<file path="config.mk">
export PLATFORM = sky130hd
export DESIGN_NAME = write_bram
export DESIGN_NICKNAME = d
export VERILOG_FILES = /design/src/verilog/pipe_pkg.sv /design/src/verilog/write_bram.sv
export SDC_FILE = /design/constraint.sdc
export NUM_CORES = 1
export LEC_CHECK = 0
export BUFFER_PORTS_ARGS = -buffer_cell sky130_fd_sc_hd__buf_2
export CORE_AREA = 3 3 75 77
export CTS_BUF_LIST = sky130_fd_sc_hd__clkbuf_8
export CTS_CLUSTER_DIAMETER = 60
export DETAILED_ROUTE_END_ITERATION = 8
export DIE_AREA = 0 0 78 80
export GPL_ROUTABILITY_DRIVEN = 0
export PLACE_DENSITY = 0.8
export SYNTH_ARGS = -nofsm -noshare
export SYNTH_HDL_FRONTEND = slang
export SYNTH_SLANG_ARGS = --single-unit
export TNS_END_PERCENT = 50
</file>
<file path="constraint.sdc">
create_clock -name clk -period 2.4 [get_ports clk]
set_input_delay 0.48 -clock clk [delete_from_list [all_inputs] [get_ports clk]]
set_output_delay 0.48 -clock clk [all_outputs]
set_load 0.1 [all_outputs]
</file>
<file path="src/verilog/pipe_pkg.sv">
package pipe_pkg;

    ////////////////////
    // Data and memory geometry

    localparam int LINE_WIDTH = 32;
    localparam int ADDR_WIDTH = 8;
    localparam int BRAM_DEPTH = 1 << ADDR_WIDTH;

    ////////////////////
    // Configuration word layout

    localparam int CFG_WIDTH = 32;

    // Shared by read and write config
    localparam int CFG_OFFSET_LSB = 0;
    localparam int CFG_OFFSET_MSB = 15;

    // Read config only
    localparam int CFG_LENGTH_LSB = 16;
    localparam int CFG_LENGTH_MSB = 31;

    ////////////////////
    // Line FIFO sizing

    localparam int FIFO_DEPTH = 16;

    // Re register, BRAM read and add stage can hold three lines, plus one spare
    localparam int FIFO_SLACK = 4;

endpackage

</file>
<file path="src/verilog/write_bram.sv">
`timescale 1ns/1ps

module write_bram import pipe_pkg::*;
(
    input  logic                  clk,
    input  logic                  reset,

    input  logic                  op_start,
    input  logic [CFG_WIDTH-1:0]  configreg,
    input  logic [15:0]           length,

    input  logic                  hold,
    input  logic                  empty,
    output logic                  pop,

    output logic                  we,
    output logic [ADDR_WIDTH-1:0] waddr,
    output logic                  done
);

    logic                                   busy;
    logic [CFG_OFFSET_MSB-CFG_OFFSET_LSB:0] offset;
    logic [15:0]                            length_q;
    logic [15:0]                            count;

    // Pop and write share a cycle since the FIFO head is combinational
    assign pop   = busy && !empty && !hold;
    assign we    = pop;
    assign waddr = offset[ADDR_WIDTH-1:0] + count[ADDR_WIDTH-1:0];

    always_ff @(posedge clk)
    begin
        if (reset)
        begin
            busy <= 1'b0;
            done <= 1'b0;
        end
        else
        begin
            done <= 1'b0;
            if (!busy)
            begin
                if (op_start)
                begin
                    offset   <= configreg[CFG_OFFSET_MSB:CFG_OFFSET_LSB];
                    length_q <= length;
                    count    <= '0;
                    if (length == '0)
                    begin
                        done <= 1'b1;
                    end
                    else
                    begin
                        busy <= 1'b1;
                    end
                end
            end
            else if (pop)
            begin
                count <= count + 1'b1;
                // Last line of the range
                if (count == length_q - 1'b1)
                begin
                    busy <= 1'b0;
                    done <= 1'b1;
                end
            end
        end
    end

endmodule

</file>
==> impl_results.html, run 1 <==
<table>
<tr><th>Metric</th><th>Value</th></tr>
<tr><th colspan="2">Run status</th></tr>
<tr><td>Result of the run</td><td>complete, but fails checks</td></tr>
<tr><td>Failing checks</td><td>negative setup slack</td></tr>
<tr><th colspan="2">Setup path</th></tr>
<tr><td>Nature of the critical path startpoint</td><td>register</td></tr>
<tr><td>CP Class</td><td>register to output port</td></tr>
<tr><td>Reg-to-reg setup timing slack</td><td>-0.08 ns</td></tr>
<tr><td>Required time reported for the critical path endpoint</td><td>1.92 ns</td></tr>
<tr><td>Critical path endpoint category</td><td>output port</td></tr>
<tr><td>Data arrival at the endpoint of the critical path</td><td>2.16 ns</td></tr>
<tr><td>Critical path fanouts, max</td><td>2</td></tr>
<tr><th colspan="2">Clock network</th></tr>
<tr><td>Number of H-tree levels</td><td>2</td></tr>
<tr><td>Maximum clock insertion buffer count</td><td>2</td></tr>
<tr><td>Clock-pin slew on the worst setup and hold paths</td><td>0.08 ns</td></tr>
<tr><td>Clock tree from TritonCTS</td><td>yes</td></tr>
<tr><td>CTS buffer count</td><td>5</td></tr>
<tr><td>Root buffer cell</td><td>sky130_fd_sc_hd__clkbuf_8</td></tr>
<tr><td>TritonCTS sink count</td><td>42</td></tr>
<tr><td>Source-to-sink clock delay at the later pin of the worst-skew pair</td><td>0.29 ns</td></tr>
<tr><th colspan="2">Pwr</th></tr>
<tr><td>Power share of the clock group</td><td>0.260</td></tr>
<tr><td>IR drop worst, VDD</td><td>0.000601 V</td></tr>
<tr><td>Combinational group share of total power</td><td>0.323</td></tr>
<tr><td>PwrDens</td><td>606 nW/um2</td></tr>
<tr><td>Share of total power consumed by net switching</td><td>0.301</td></tr>
<tr><td>Internal Dissipation</td><td>1.48 mW</td></tr>
<tr><td>Leakage power figure</td><td>1.39 nW</td></tr>
<tr><td>Part of the power in registers</td><td>0.417</td></tr>
<tr><td>Switching component of the power</td><td>637 uW</td></tr>
<tr><th colspan="2">Global route</th></tr>
<tr><td>Global-route layer with the greatest usage</td><td>met2</td></tr>
<tr><td>Met2 demand-to-capacity share in global routing</td><td>0.318</td></tr>
<tr><td>Via count of the first global-routing pass</td><td>1,888</td></tr>
<tr><td>Congestion Overflow GR</td><td>0</td></tr>
<tr><td>Met3 Track Usage GR</td><td>0.0384</td></tr>
<tr><td>Total Routing Usage GR</td><td>0.170</td></tr>
<tr><td>Largest net degree at the start of global routing</td><td>17</td></tr>
<tr><td>Initial antenna violation count</td><td>0</td></tr>
<tr><td>Met1 track demand over resource in global routing</td><td>0.197</td></tr>
<tr><td>Global-route wire length before repair</td><td>8280 um</td></tr>
<tr><th colspan="2">Cells and area</th></tr>
<tr><td>Most used cells in the layout excluding fill and tap cells</td><td>40 x sky130_fd_sc_hd__edfxtp_1, 40 x sky130_fd_sc_hd__buf_4, 30 x sky130_fd_sc_hd__buf_2, 23 x sky130_fd_sc_hd__xnor2_1, 14 x sky130_fd_sc_hd__and2_1</td></tr>
<tr><td>Net count, final</td><td>362</td></tr>
<tr><td>Total inserted antenna cells</td><td>0</td></tr>
<tr><td>Post-synthesis to final-layout area growth</td><td>40.5%</td></tr>
<tr><td>Final standard cell utilization of the core</td><td>0.688</td></tr>
<tr><td>Count of filler cells inserted in the layout</td><td>369</td></tr>
<tr><td>Fraction of layout cells with a size suffix above 1</td><td>0.377</td></tr>
<tr><th colspan="2">STA</th></tr>
<tr><td>Remaining max-slew budget at the tightest pin</td><td>0.679</td></tr>
<tr><td>Fin. Hold Viols</td><td>0</td></tr>
<tr><td>Max Clock Freq</td><td>379 MHz</td></tr>
<tr><td>Final Max Tran Viols</td><td>0</td></tr>
<tr><td>Least-Margin Pin Slew</td><td>0.485 ns</td></tr>
<tr><td>Post-route worst hold slack</td><td>0.357 ns</td></tr>
<tr><td>Setup-violating endpoint count in the final report</td><td>7</td></tr>
<tr><td>Final Skew</td><td>0.00982 ns</td></tr>
<tr><td>Post-layout min period</td><td>2.64 ns</td></tr>
<tr><td>Final critical-path setup slack</td><td>-0.237 ns</td></tr>
<tr><td>Unrepaired setup endpoints after global routing</td><td>yes</td></tr>
<tr><td>Fin crit share</td><td>1.10</td></tr>
<tr><th colspan="2">Drt</th></tr>
<tr><td>Routed wire length</td><td>4900 um</td></tr>
<tr><td>Count of antenna-violating nets left after detailed routing</td><td>0</td></tr>
<tr><td>Pre-antenna DRT Iters</td><td>4</td></tr>
<tr><td>Starting DRC count in detailed routing</td><td>45</td></tr>
<tr><td>Post-DR wirelength/cell</td><td>13.2 um</td></tr>
<tr><td>Via Count</td><td>1,916</td></tr>
<tr><td>Vias per cell</td><td>5.18</td></tr>
<tr><td>DRC viols</td><td>0</td></tr>
<tr><th colspan="2">Logic synthesis</th></tr>
<tr><td>Async set or reset register ratio after synthesis</td><td>0</td></tr>
<tr><td>Post-synthesis average cell area</td><td>11.6 um2</td></tr>
<tr><td>Cell accounting for the most synthesized area</td><td>sky130_fd_sc_hd__edfxtp_1</td></tr>
<tr><td>Number of flops mapped to enable cells by yosys</td><td>40</td></tr>
<tr><td>Number of synthesized register bits</td><td>42</td></tr>
<tr><td>Leading register cell type out of synthesis</td><td>sky130_fd_sc_hd__edfxtp_1</td></tr>
<tr><td>Number of different library cells in the post-synthesis netlist</td><td>47</td></tr>
<tr><td>Largest cells by area after synthesis</td><td>sky130_fd_sc_hd__edfxtp_1 48%, sky130_fd_sc_hd__xnor2_1 10%, sky130_fd_sc_hd__ha_1 4.5%</td></tr>
<tr><td>Syn nets</td><td>278</td></tr>
<tr><td>Post-synth design cell area</td><td>2480 um2</td></tr>
<tr><td>Total of warnings raised by yosys</td><td>0</td></tr>
<tr><td>Top cell type's share of synthesized area</td><td>0.483</td></tr>
<tr><td>Sequential-to-total area share from yosys stat</td><td>0.499</td></tr>
<tr><td>Post-Syn Instances</td><td>215</td></tr>
<tr><th colspan="2">Floorplanning</th></tr>
<tr><td>Die Height</td><td>80 um</td></tr>
<tr><td>Area of the die</td><td>6240 um2</td></tr>
<tr><td># IOs</td><td>64</td></tr>
<tr><td>Core Rows</td><td>26</td></tr>
<tr><td>Standard cell core area</td><td>5070 um2</td></tr>
<tr><td>Horizontal extent of the die</td><td>78 um</td></tr>
<tr><td>Starting density of the core</td><td>0.490</td></tr>
<tr><th colspan="2">Run</th></tr>
<tr><td>Max cap viols</td><td>0</td></tr>
<tr><th colspan="2">Placed design</th></tr>
<tr><td>Buffers added on ports</td><td>39</td></tr>
<tr><td>DP HPWL</td><td>3810 um</td></tr>
<tr><th colspan="2">Min path</th></tr>
<tr><td>Path class of the lowest-slack min-delay path</td><td>primary input to register</td></tr>
</table>
-- logic make-up (layout without fill, tap and decap cells) --
group | count (synthesis) | after routing | synth area share
and+or+nand+nor | 73 | 73 | 0.182
DFF | 42 | 42 | 0.499
xor gates and xnor gates | 39 | 39 | 0.137
AOI/OAI and AO/OA | 35 | 35 | 0.102
buffers and inverters | 16 | 101 | 0.0257
adders and majority gates | 10 | 10 | 0.0534
-- state kept, by name (all words and copies together), names as in the netlist --
| name | flops |
|---|---|
| offset | 8 |
| busy | 1 |
| length_q | 16 |
| count | 16 |
| done | 1 |
-- power groups by stage --
| stage | clock network [mW] | logic (mW) | registers [mW] |
|---|---|---|---|
| global route | 0.601 | 0.721 | 0.887 |
| detailed placement | 0 | 0.650 | 0.898 |
| finish | 0.549 | 0.683 | 0.882 |
| global placement | 0 | 0.638 | 0.896 |
| CTS | 0.566 | 0.684 | 0.882 |
| floorplan | 0 | 0.414 | 0.903 |
-- cells in the mapped netlist (all sizes together), types with 5 or more instances --
cell	number
a21oi	8
and2	14
edfxtp	40
ha	9
inv	13
nand2	6
nand3	7
nand4	6
nor2	6
nor3	5
nor4	7
o21ai	7
xnor2	29
xor2	10
-- final cells by class --
class	instances	area [um2]	area share
multi-input cells	157	1360	0.388
flip-flops and latches	42	1240	0.356
repair buffers	80	642	0.184
well taps	70	87.6	0.0251
clock buffers	6	82.6	0.0237
inverters	13	48.8	0.0140
clock inverters	2	33.8	0.00968
-- metal layers --
layer	routed length, um	part of all wire	vias to the layer above
li1	-	-	969
met4	44	0.0090	0
met2	2560	0.52	48
met3	252	0.051	4
met5	0	0	-
met1	2040	0.42	895
-- per-stage QoR --
stage / instances / setup WS, ns / total power, mW / setup TNS [ns] / area, um2
after detailed placement: 356 / -0.203 / 1.55 / -0.265 / 3260
after global placement: 356 / -0.147 / 1.53 / -0.161 / 3260
final: 370 / -0.237 / 2.11 / -0.858 / 3490
after CTS: 370 / -0.241 / 2.13 / -0.730 / 3490
after floorplan: 215 / -0.343 / 1.32 / -1.35 / 2600
after global routing: 370 / -0.356 / 2.21 / -1.60 / 3490
-- worst paths after layout --
| path | startpoint | to | depth (start not counted) |
|---|---|---|---|
| setup / recovery | count[0] | waddr[6] | 10 |
| hold / removal | configreg[1] | offset[1] | 1 |
| setup reg to reg | length_q[5] | busy | 6 |
| hold reg to reg | busy | count[0] | 1 |
-- worst max-delay path: stages, from the launching register on --
cell                       delay (ns)
sky130_fd_sc_hd__edfxtp_1        0.41
sky130_fd_sc_hd__ha_2            0.21
sky130_fd_sc_hd__inv_2           0.05
sky130_fd_sc_hd__fa_2            0.21
sky130_fd_sc_hd__inv_2           0.05
sky130_fd_sc_hd__a21oi_4         0.16
sky130_fd_sc_hd__o21bai_4        0.07
sky130_fd_sc_hd__a21o_1          0.19
sky130_fd_sc_hd__a21oi_4         0.19
sky130_fd_sc_hd__xnor2_4         0.15
sky130_fd_sc_hd__buf_12          0.19
-- timing repair --
item	CTS	global route
endpoints found under the hold margin	0	0
hold buffers	0	0
resized for setup	11	0
setup buffers	7	0
pin swaps	19	5
setup endpoints to repair	6	7
(Power assumes the default switching activity.)
==> inputs of run 2 (changes only) <==
- SETUP_SLACK_MARGIN: unset -> 0.4
==> impl_results.html, run 2 (synthesis results as in run 1) <==
<table>
<tr><th>Metric</th><th>Value</th></tr>
<tr><th colspan="2">Drt</th></tr>
<tr><td>Starting DRC count in detailed routing</td><td>52 (+16%)</td></tr>
<tr><td>Vias per cell</td><td>5.38 (+3.9%)</td></tr>
<tr><td>Count of antenna-violating nets left after detailed routing</td><td>0 (unchanged)</td></tr>
<tr><td>Via Count</td><td>1,975 (+3.1%)</td></tr>
<tr><td>Post-DR wirelength/cell</td><td>14.9 um (+13%)</td></tr>
<tr><td>DRC viols</td><td>0 (unchanged)</td></tr>
<tr><td>Pre-antenna DRT Iters</td><td>4 (unchanged)</td></tr>
<tr><td>Routed wire length</td><td>5490 um (+12%)</td></tr>
<tr><th colspan="2">Cells and area</th></tr>
<tr><td>Most common cell after layout, fill and taps aside</td><td>sky130_fd_sc_hd__edfxtp_1</td></tr>
<tr><td>Net count, final</td><td>359 (-0.83%)</td></tr>
<tr><td>Post-synthesis to final-layout area growth</td><td>39.8%</td></tr>
<tr><td>Count of filler cells inserted in the layout</td><td>379 (+2.7%)</td></tr>
<tr><td>Fraction of layout cells with a size suffix above 1</td><td>0.394 (+0.0173)</td></tr>
<tr><td>Most used cells in the layout excluding fill and tap cells</td><td>40 x sky130_fd_sc_hd__edfxtp_1, 37 x sky130_fd_sc_hd__buf_4, 30 x sky130_fd_sc_hd__buf_2, 23 x sky130_fd_sc_hd__xnor2_1, 14 x sky130_fd_sc_hd__and2_1</td></tr>
<tr><td>Final standard cell utilization of the core</td><td>0.684 (-0.00345)</td></tr>
<tr><td>Regs by FF count</td><td>count: 16 flops, length_q: 16 flops, offset: 8 flops</td></tr>
<tr><td>Total inserted antenna cells</td><td>0 (unchanged)</td></tr>
<tr><td>Area used by sequential logic in the layout</td><td>1240 um2 (unchanged)</td></tr>
<tr><td>Multi-input combinational cell area</td><td>1400 um2 (+3.0%)</td></tr>
<tr><th colspan="2">Setup path</th></tr>
<tr><td>Reg-to-reg setup timing slack</td><td>-0.09 ns (about the same)</td></tr>
<tr><td>CP Class</td><td>register to output port</td></tr>
<tr><td>Critical path capture point</td><td>waddr[6]</td></tr>
<tr><td>Startpoint of the worst setup timing path</td><td>count[0]</td></tr>
<tr><td>Cell with the biggest individual delay on the critical path</td><td>sky130_fd_sc_hd__edfxtp_1</td></tr>
<tr><td>Required time reported for the critical path endpoint</td><td>1.92 ns (about the same)</td></tr>
<tr><td>Nature of the critical path startpoint</td><td>register</td></tr>
<tr><td>Critical path fanouts, max</td><td>2 (unchanged)</td></tr>
<tr><td>Most Frequent Cell on Critical Path</td><td>sky130_fd_sc_hd__inv_2</td></tr>
<tr><td>RR Endpoint</td><td>busy</td></tr>
<tr><td>CP peak stage delay</td><td>0.39 ns (-0.02 ns)</td></tr>
<tr><td>Data arrival at the endpoint of the critical path</td><td>2.12 ns (-0.04 ns)</td></tr>
<tr><td>Critical path endpoint category</td><td>output port</td></tr>
<tr><td>Worst-path cell chain</td><td>ha_2 &gt; inv_2 &gt; fa_2 &gt; inv_2 &gt; a21oi_2 &gt; o21bai_2 &gt; a21o_1 &gt; a21oi_4 &gt; xnor2_4 &gt; buf_12</td></tr>
<tr><td>Reg2Reg Depth</td><td>6 (unchanged)</td></tr>
<tr><td>R2R Path Start</td><td>length_q[6]</td></tr>
<tr><th colspan="2">Global route</th></tr>
<tr><td>Met3 Track Usage GR</td><td>0.0418 (+0.00339)</td></tr>
<tr><td>Met1 track demand over resource in global routing</td><td>0.230 (+0.0335)</td></tr>
<tr><td>Met2 demand-to-capacity share in global routing</td><td>0.336 (+0.0180)</td></tr>
<tr><td>Congestion Overflow GR</td><td>0 (unchanged)</td></tr>
<tr><td>Total Routing Usage GR</td><td>0.192 (+0.0214)</td></tr>
<tr><td>Initial antenna violation count</td><td>0 (unchanged)</td></tr>
<tr><td>Global-route layer with the greatest usage</td><td>met2</td></tr>
<tr><td>Via count of the first global-routing pass</td><td>1,982 (+5.0%)</td></tr>
<tr><td>Global-route wire length before repair</td><td>9100 um (+9.9%)</td></tr>
<tr><td>Largest net degree at the start of global routing</td><td>26 (+9)</td></tr>
<tr><th colspan="2">Pwr</th></tr>
<tr><td>Combinational group share of total power</td><td>0.343 (+0.020)</td></tr>
<tr><td>PwrDens</td><td>574 nW/um2 (-5.3%)</td></tr>
<tr><td>Power share of the clock group</td><td>0.213 (-0.047)</td></tr>
<tr><td>Share of total power consumed by net switching</td><td>0.331 (+0.0301)</td></tr>
<tr><td>Leakage power figure</td><td>1.35 nW (-2.7%)</td></tr>
<tr><td>IR drop worst, VDD</td><td>0.000380 V (-37%)</td></tr>
<tr><td>Post-layout power</td><td>1.99 mW (-5.7%)</td></tr>
<tr><td>Internal Dissipation</td><td>1.33 mW (-9.8%)</td></tr>
<tr><td>Part of the power in registers</td><td>0.444 (+0.027)</td></tr>
<tr><td>Switching component of the power</td><td>661 uW (+3.7%)</td></tr>
<tr><th colspan="2">Floorplanning</th></tr>
<tr><td>Core Rows</td><td>26 (unchanged)</td></tr>
<tr><td>Starting density of the core</td><td>0.490 (unchanged)</td></tr>
<tr><td>Standard cell core area</td><td>5070 um2 (unchanged)</td></tr>
<tr><td>Horizontal extent of the die</td><td>78 um (unchanged)</td></tr>
<tr><td>Die Height</td><td>80 um (unchanged)</td></tr>
<tr><td>Area of the die</td><td>6240 um2 (unchanged)</td></tr>
<tr><td># IOs</td><td>64 (unchanged)</td></tr>
<tr><th colspan="2">Clock network</th></tr>
<tr><td>CTS buffer count</td><td>5 (unchanged)</td></tr>
<tr><td>Clock-pin slew on the worst setup and hold paths</td><td>0.07 ns (about the same)</td></tr>
<tr><td>TritonCTS sink count</td><td>42 (unchanged)</td></tr>
<tr><td>Maximum clock insertion buffer count</td><td>2 (unchanged)</td></tr>
<tr><td>Clock tree from TritonCTS</td><td>yes</td></tr>
<tr><td>Source-to-sink clock delay at the later pin of the worst-skew pair</td><td>0.30 ns (about the same)</td></tr>
<tr><td>Root buffer cell</td><td>sky130_fd_sc_hd__clkbuf_8</td></tr>
<tr><td>Number of H-tree levels</td><td>2 (unchanged)</td></tr>
<tr><th colspan="2">STA</th></tr>
<tr><td>Unrepaired setup endpoints after global routing</td><td>yes</td></tr>
<tr><td>Post-layout min period</td><td>2.60 ns (-0.0406 ns)</td></tr>
<tr><td>Max Clock Freq</td><td>385 MHz (+1.6%)</td></tr>
<tr><td>Post-route worst hold slack</td><td>0.355 ns (-0.00193 ns)</td></tr>
<tr><td>Final Skew</td><td>0.00809 ns (-0.00173 ns)</td></tr>
<tr><td>Setup-violating endpoint count in the final report</td><td>6 (-1)</td></tr>
<tr><td>Fin crit share</td><td>1.08 (-0.0169)</td></tr>
<tr><td>Final TNS setup</td><td>-0.821 ns (+0.0365 ns)</td></tr>
<tr><td>Final Max Tran Viols</td><td>0 (unchanged)</td></tr>
<tr><td>Remaining max-slew budget at the tightest pin</td><td>0.677 (-0.00199)</td></tr>
<tr><td>Least-Margin Pin Slew</td><td>0.488 ns (+0.00300 ns)</td></tr>
<tr><td>Final critical-path setup slack</td><td>-0.196 ns (+0.0406 ns)</td></tr>
<tr><td>Fin. Hold Viols</td><td>0 (unchanged)</td></tr>
<tr><th colspan="2">Placed design</th></tr>
<tr><td>DP HPWL</td><td>3990 um (+4.8%)</td></tr>
<tr><td>Post-placement setup slack</td><td>-0.192 ns (+0.0106 ns)</td></tr>
<tr><td>Buffers added on ports</td><td>39 (unchanged)</td></tr>
<tr><th colspan="2">Run</th></tr>
<tr><td>Max cap viols</td><td>0 (unchanged)</td></tr>
<tr><th colspan="2">Min path</th></tr>
<tr><td>Path class of the lowest-slack min-delay path</td><td>primary input to register</td></tr>
<tr><th colspan="2">Run status</th></tr>
<tr><td>Result of the run</td><td>complete, but fails checks</td></tr>
<tr><td>Failing checks</td><td>negative setup slack</td></tr>
</table>
==> run 2: area by class of cell <==
cell class,count,area share
multi-input cells,157,0.402
flip-flops and latches,42,0.357
clock buffers,5,0.0198
repair buffers,77,0.178
well taps,70,0.0252
clock inverters,3,0.00324
inverters,13,0.0140
==> run 2: how the worst min path moves through the flow <==
stage	cells after the start	slack [ns]	from	to
detailed placement	1	0.66	configreg[2]	offset[2]
global placement	1	0.66	configreg[1]	offset[1]
finish	1	0.36	configreg[2]	offset[2]
global route	1	0.35	configreg[0]	offset[0]
CTS	1	0.35	configreg[2]	offset[2]
floorplan	0	0.58	length[0]	length_q[0]
==> run 2: through the flow <==
stage	instances	cell area [um2]
after CTS	365	3420
after detailed placement	351	3250
after global routing	367	3470
final	367	3470
after global placement	351	3250
after floorplan	215	2620
==> run 2: worst max-delay path, delay by kind of cell, from the launching register on <==
family,cells,cell delay [ns]
AOI/OAI and AO/OA,4,0.57
adders and majority gates,2,0.42
DFF,1,0.39
buffers and inverters,3,0.29
xor gates and xnor gates,1,0.14
==> run 2: what timing repair did <==
item,in CTS,in global routing
setup endpoints to repair,11,17
pin swaps,21,7
resized for setup,10,6
hold buffers,0,0
buffers inserted,6,2
==> run 2: power groups by stage <==
stage | combinational, mW | clock [mW] | sequential (mW)
2_1_floorplan | 0.419 | 0 | 0.904
3_3_place_gp | 0.637 | 0 | 0.899
3_5_place_dp | 0.652 | 0 | 0.902
4_1_cts | 0.675 | 0.430 | 0.885
5_1_grt | 0.722 | 0.469 | 0.889
6_report | 0.684 | 0.425 | 0.885
==> run 2: routing by layer <==
| metal | wire [um] | vias up | share of wire |
|---|---|---|---|
| met4 | 87 | 0 | 0.016 |
| met1 | 2190 | 947 | 0.40 |
| met3 | 284 | 6 | 0.052 |
| met2 | 2930 | 55 | 0.53 |
| li1 | - | 967 | - |
| met5 | 0 | - | 0 |
==> inputs of run 3 (changes only) <==
- BUFFER_PORTS_ARGS: -buffer_cell sky130_fd_sc_hd__buf_2 -> unset
- DONT_BUFFER_PORTS: unset -> 1
- PLACE_DENSITY: 0.8 -> 0.69
==> impl_results.html, run 3 (synthesis results as in run 1) <==
<table>
<tr><th>Metric</th><th>Value</th></tr>
<tr><th colspan="2">Run status</th></tr>
<tr><td>Result of the run</td><td>complete, but fails checks</td></tr>
<tr><td>Failing checks</td><td>negative setup slack</td></tr>
<tr><th colspan="2">STA</th></tr>
<tr><td>Setup-violating endpoint count in the final report</td><td>5 (-1)</td></tr>
<tr><td>Post-route worst hold slack</td><td>0.279 ns (-0.0759 ns)</td></tr>
<tr><td>Least-Margin Pin Slew</td><td>0.492 ns (+0.00377 ns)</td></tr>
<tr><td>Unrepaired setup endpoints after global routing</td><td>yes</td></tr>
<tr><td>Fin crit share</td><td>1.07 (-0.0122)</td></tr>
<tr><td>Remaining max-slew budget at the tightest pin</td><td>0.673 (-0.00411)</td></tr>
<tr><td>Final Skew</td><td>0.00701 ns (-0.00108 ns)</td></tr>
<tr><td>Final critical-path setup slack</td><td>-0.167 ns (+0.0292 ns)</td></tr>
<tr><td>Final Max Tran Viols</td><td>0 (unchanged)</td></tr>
<tr><td>Max Clock Freq</td><td>390 MHz (+1.1%)</td></tr>
<tr><td>Post-layout min period</td><td>2.57 ns (-0.0292 ns)</td></tr>
<tr><td>Fin. Hold Viols</td><td>0 (unchanged)</td></tr>
<tr><th colspan="2">Global route</th></tr>
<tr><td>Largest net degree at the start of global routing</td><td>26 (unchanged)</td></tr>
<tr><td>Congestion Overflow GR</td><td>0 (unchanged)</td></tr>
<tr><td>Global-route wire length before repair</td><td>8670 um (-4.8%)</td></tr>
<tr><td>Total Routing Usage GR</td><td>0.181 (-0.0105)</td></tr>
<tr><td>Initial antenna violation count</td><td>0 (unchanged)</td></tr>
<tr><td>Via count of the first global-routing pass</td><td>1,872 (-5.5%)</td></tr>
<tr><th colspan="2">Setup path</th></tr>
<tr><td>R2R Path Start</td><td>length_q[5]</td></tr>
<tr><td>RR Endpoint</td><td>busy</td></tr>
<tr><td>Data arrival at the endpoint of the critical path</td><td>2.09 ns (-0.03 ns)</td></tr>
<tr><td>Critical path endpoint category</td><td>output port</td></tr>
<tr><td>Required time reported for the critical path endpoint</td><td>1.92 ns (about the same)</td></tr>
<tr><td>Reg2Reg Depth</td><td>6 (unchanged)</td></tr>
<tr><td>Nature of the critical path startpoint</td><td>register</td></tr>
<tr><td>Critical path fanouts, max</td><td>2 (unchanged)</td></tr>
<tr><td>Reg-to-reg setup timing slack</td><td>-0.04 ns (+0.05 ns)</td></tr>
<tr><td>CP Class</td><td>register to output port</td></tr>
<tr><th colspan="2">Min path</th></tr>
<tr><td>Path class of the lowest-slack min-delay path</td><td>primary input to register</td></tr>
<tr><td>Endpoint of the worst hold path</td><td>offset[0]</td></tr>
<tr><td>Hold path start</td><td>configreg[0]</td></tr>
<tr><td>Worst Hold Depth</td><td>0 (-1)</td></tr>
<tr><th colspan="2">Floorplanning</th></tr>
<tr><td>Area of the die</td><td>6240 um2 (unchanged)</td></tr>
<tr><td># IOs</td><td>64 (unchanged)</td></tr>
<tr><td>Standard cell core area</td><td>5070 um2 (unchanged)</td></tr>
<tr><td>Horizontal extent of the die</td><td>78 um (unchanged)</td></tr>
<tr><td>Core Rows</td><td>26 (unchanged)</td></tr>
<tr><td>Starting density of the core</td><td>0.490 (unchanged)</td></tr>
<tr><td>Die Height</td><td>80 um (unchanged)</td></tr>
<tr><th colspan="2">Clock network</th></tr>
<tr><td>Maximum clock insertion buffer count</td><td>2 (unchanged)</td></tr>
<tr><td>Clock tree from TritonCTS</td><td>yes</td></tr>
<tr><td>Number of H-tree levels</td><td>2 (unchanged)</td></tr>
<tr><td>CTS buffer count</td><td>5 (unchanged)</td></tr>
<tr><td>Source-to-sink clock delay at the later pin of the worst-skew pair</td><td>0.29 ns (about the same)</td></tr>
<tr><td>Clock-pin slew on the worst setup and hold paths</td><td>0.07 ns (about the same)</td></tr>
<tr><td>TritonCTS sink count</td><td>42 (unchanged)</td></tr>
<tr><td>Root buffer cell</td><td>sky130_fd_sc_hd__clkbuf_8</td></tr>
<tr><td>Hold bufs inserted after CTS</td><td>0 (unchanged)</td></tr>
<tr><th colspan="2">Pwr</th></tr>
<tr><td>Share of total power consumed by net switching</td><td>0.323 (-0.00886)</td></tr>
<tr><td>Power share of the clock group</td><td>0.209 (-0.004)</td></tr>
<tr><td>Combinational group share of total power</td><td>0.334 (-0.009)</td></tr>
<tr><td>PwrDens</td><td>588 nW/um2 (+2.4%)</td></tr>
<tr><td>Post-layout power</td><td>1.93 mW (-3.1%)</td></tr>
<tr><td>Leakage power figure</td><td>1.23 nW (-9.0%)</td></tr>
<tr><td>Internal Dissipation</td><td>1.31 mW (-1.8%)</td></tr>
<tr><td>IR drop worst, VDD</td><td>0.000415 V (+9.2%)</td></tr>
<tr><td>Part of the power in registers</td><td>0.457 (+0.013)</td></tr>
<tr><td>Switching component of the power</td><td>623 uW (-5.7%)</td></tr>
<tr><th colspan="2">Drt</th></tr>
<tr><td>Count of antenna-violating nets left after detailed routing</td><td>0 (unchanged)</td></tr>
<tr><td>Post-DR wirelength/cell</td><td>14.9 um (about the same)</td></tr>
<tr><td>Via Count</td><td>1,832 (-7.2%)</td></tr>
<tr><td>Routed wire length</td><td>5010 um (-8.7%)</td></tr>
<tr><td>DRC viols</td><td>0 (unchanged)</td></tr>
<tr><td>Pre-antenna DRT Iters</td><td>4 (unchanged)</td></tr>
<tr><td>Vias per cell</td><td>5.47 (+1.6%)</td></tr>
<tr><td>Starting DRC count in detailed routing</td><td>81 (+56%)</td></tr>
<tr><th colspan="2">Cells and area</th></tr>
<tr><td>Fraction of layout cells with a size suffix above 1</td><td>0.325 (-0.0694)</td></tr>
<tr><td>Final standard cell utilization of the core</td><td>0.648 (-0.0365)</td></tr>
<tr><td>Count of filler cells inserted in the layout</td><td>434 (+15%)</td></tr>
<tr><td>Post-synthesis to final-layout area growth</td><td>32.3%</td></tr>
<tr><td>Regs by FF count</td><td>count: 16 flops, length_q: 16 flops, offset: 8 flops</td></tr>
<tr><td>Most common cell after layout, fill and taps aside</td><td>sky130_fd_sc_hd__edfxtp_1</td></tr>
<tr><td>Final std cell area, no fill</td><td>3290 um2 (-5.3%)</td></tr>
<tr><td>Most used cells in the layout excluding fill and tap cells</td><td>40 x sky130_fd_sc_hd__edfxtp_1, 36 x sky130_fd_sc_hd__buf_4, 23 x sky130_fd_sc_hd__xnor2_1, 14 x sky130_fd_sc_hd__and2_1, 11 x sky130_fd_sc_hd__inv_1</td></tr>
<tr><td>Net count, final</td><td>328 (-8.6%)</td></tr>
<tr><td>Total inserted antenna cells</td><td>0 (unchanged)</td></tr>
<tr><th colspan="2">Run</th></tr>
<tr><td>Max cap viols</td><td>0 (unchanged)</td></tr>
<tr><th colspan="2">Placed design</th></tr>
<tr><td>Post-placement setup slack</td><td>-0.238 ns (-0.0457 ns)</td></tr>
<tr><td>Instance area after placement</td><td>3090 um2 (-4.7%)</td></tr>
<tr><td>DP HPWL</td><td>3920 um (-1.7%)</td></tr>
<tr><td>Buffers added on ports</td><td>0 (-100%)</td></tr>
</table>
-- run 3: through the flow --
| stage | cells | TNS (ns) |
|---|---|---|
| 2_1_floorplan | 215 | -1.10 |
| 3_3_place_gp | 324 | -0.189 |
| 3_5_place_dp | 324 | -0.364 |
| 4_1_cts | 334 | -0.724 |
| 5_1_grt | 335 | -1.32 |
| 6_report | 335 | -0.568 |
-- run 3: worst max path at each step --
stage	start	to	slack, ns	cells past startpoint
floorplan	count[0]	waddr[6]	-0.31	9
CTS	count[0]	waddr[6]	-0.20	10
global placement	length_q[3]	busy	-0.17	6
global route	count[1]	waddr[7]	-0.31	8
finish	count[0]	waddr[6]	-0.17	10
detailed placement	length_q[3]	busy	-0.24	6
-- run 3: layout make-up --
type                            count  area, um2  share of cell area
Inverter                           13       48.8              0.0148
Multi-Input combinational cell    157       1380               0.420
Clock buffer                        5       68.8              0.0209
Clock inverter                      2       7.51             0.00228
Tap cell                           70       87.6              0.0266
Sequential cell                    42       1240               0.377
Timing Repair Buffer               46        453               0.138
-- run 3: repair_timing --
| item | in CTS | in global routing |
|---|---|---|
| buffers inserted | 3 | 1 |
| pin swaps | 20 | 3 |
| endpoints found under the setup margin | 11 | 12 |
| resized for setup | 12 | 5 |
-- run 3: critical path, stage by stage, from the launching register on --
cell and delay, ns:
sky130_fd_sc_hd__edfxtp_1 0.40, sky130_fd_sc_hd__ha_2 0.20, sky130_fd_sc_hd__inv_2 0.06, sky130_fd_sc_hd__fa_2 0.21, sky130_fd_sc_hd__inv_2 0.04, sky130_fd_sc_hd__a21oi_2 0.12, sky130_fd_sc_hd__o21bai_2 0.08, sky130_fd_sc_hd__a21o_1 0.18
sky130_fd_sc_hd__a21oi_4 0.18, sky130_fd_sc_hd__xnor2_4 0.14, sky130_fd_sc_hd__buf_12 0.19
-- run 3: metal layers --
metal,wire [um],track usage
met4,65,0.0577
met2,2570,0.329
met3,302,0.0395
met5,0,0
met1,2070,0.213
-- run 3: power groups by stage --
| stage | registers (mW) | clock network, mW | logic (mW) |
|---|---|---|---|
| finish | 0.883 | 0.405 | 0.645 |
| global placement | 0.897 | 0 | 0.604 |
| detailed placement | 0.899 | 0 | 0.616 |
| global route | 0.888 | 0.446 | 0.681 |
| floorplan | 0.904 | 0 | 0.419 |
| CTS | 0.883 | 0.422 | 0.645 |
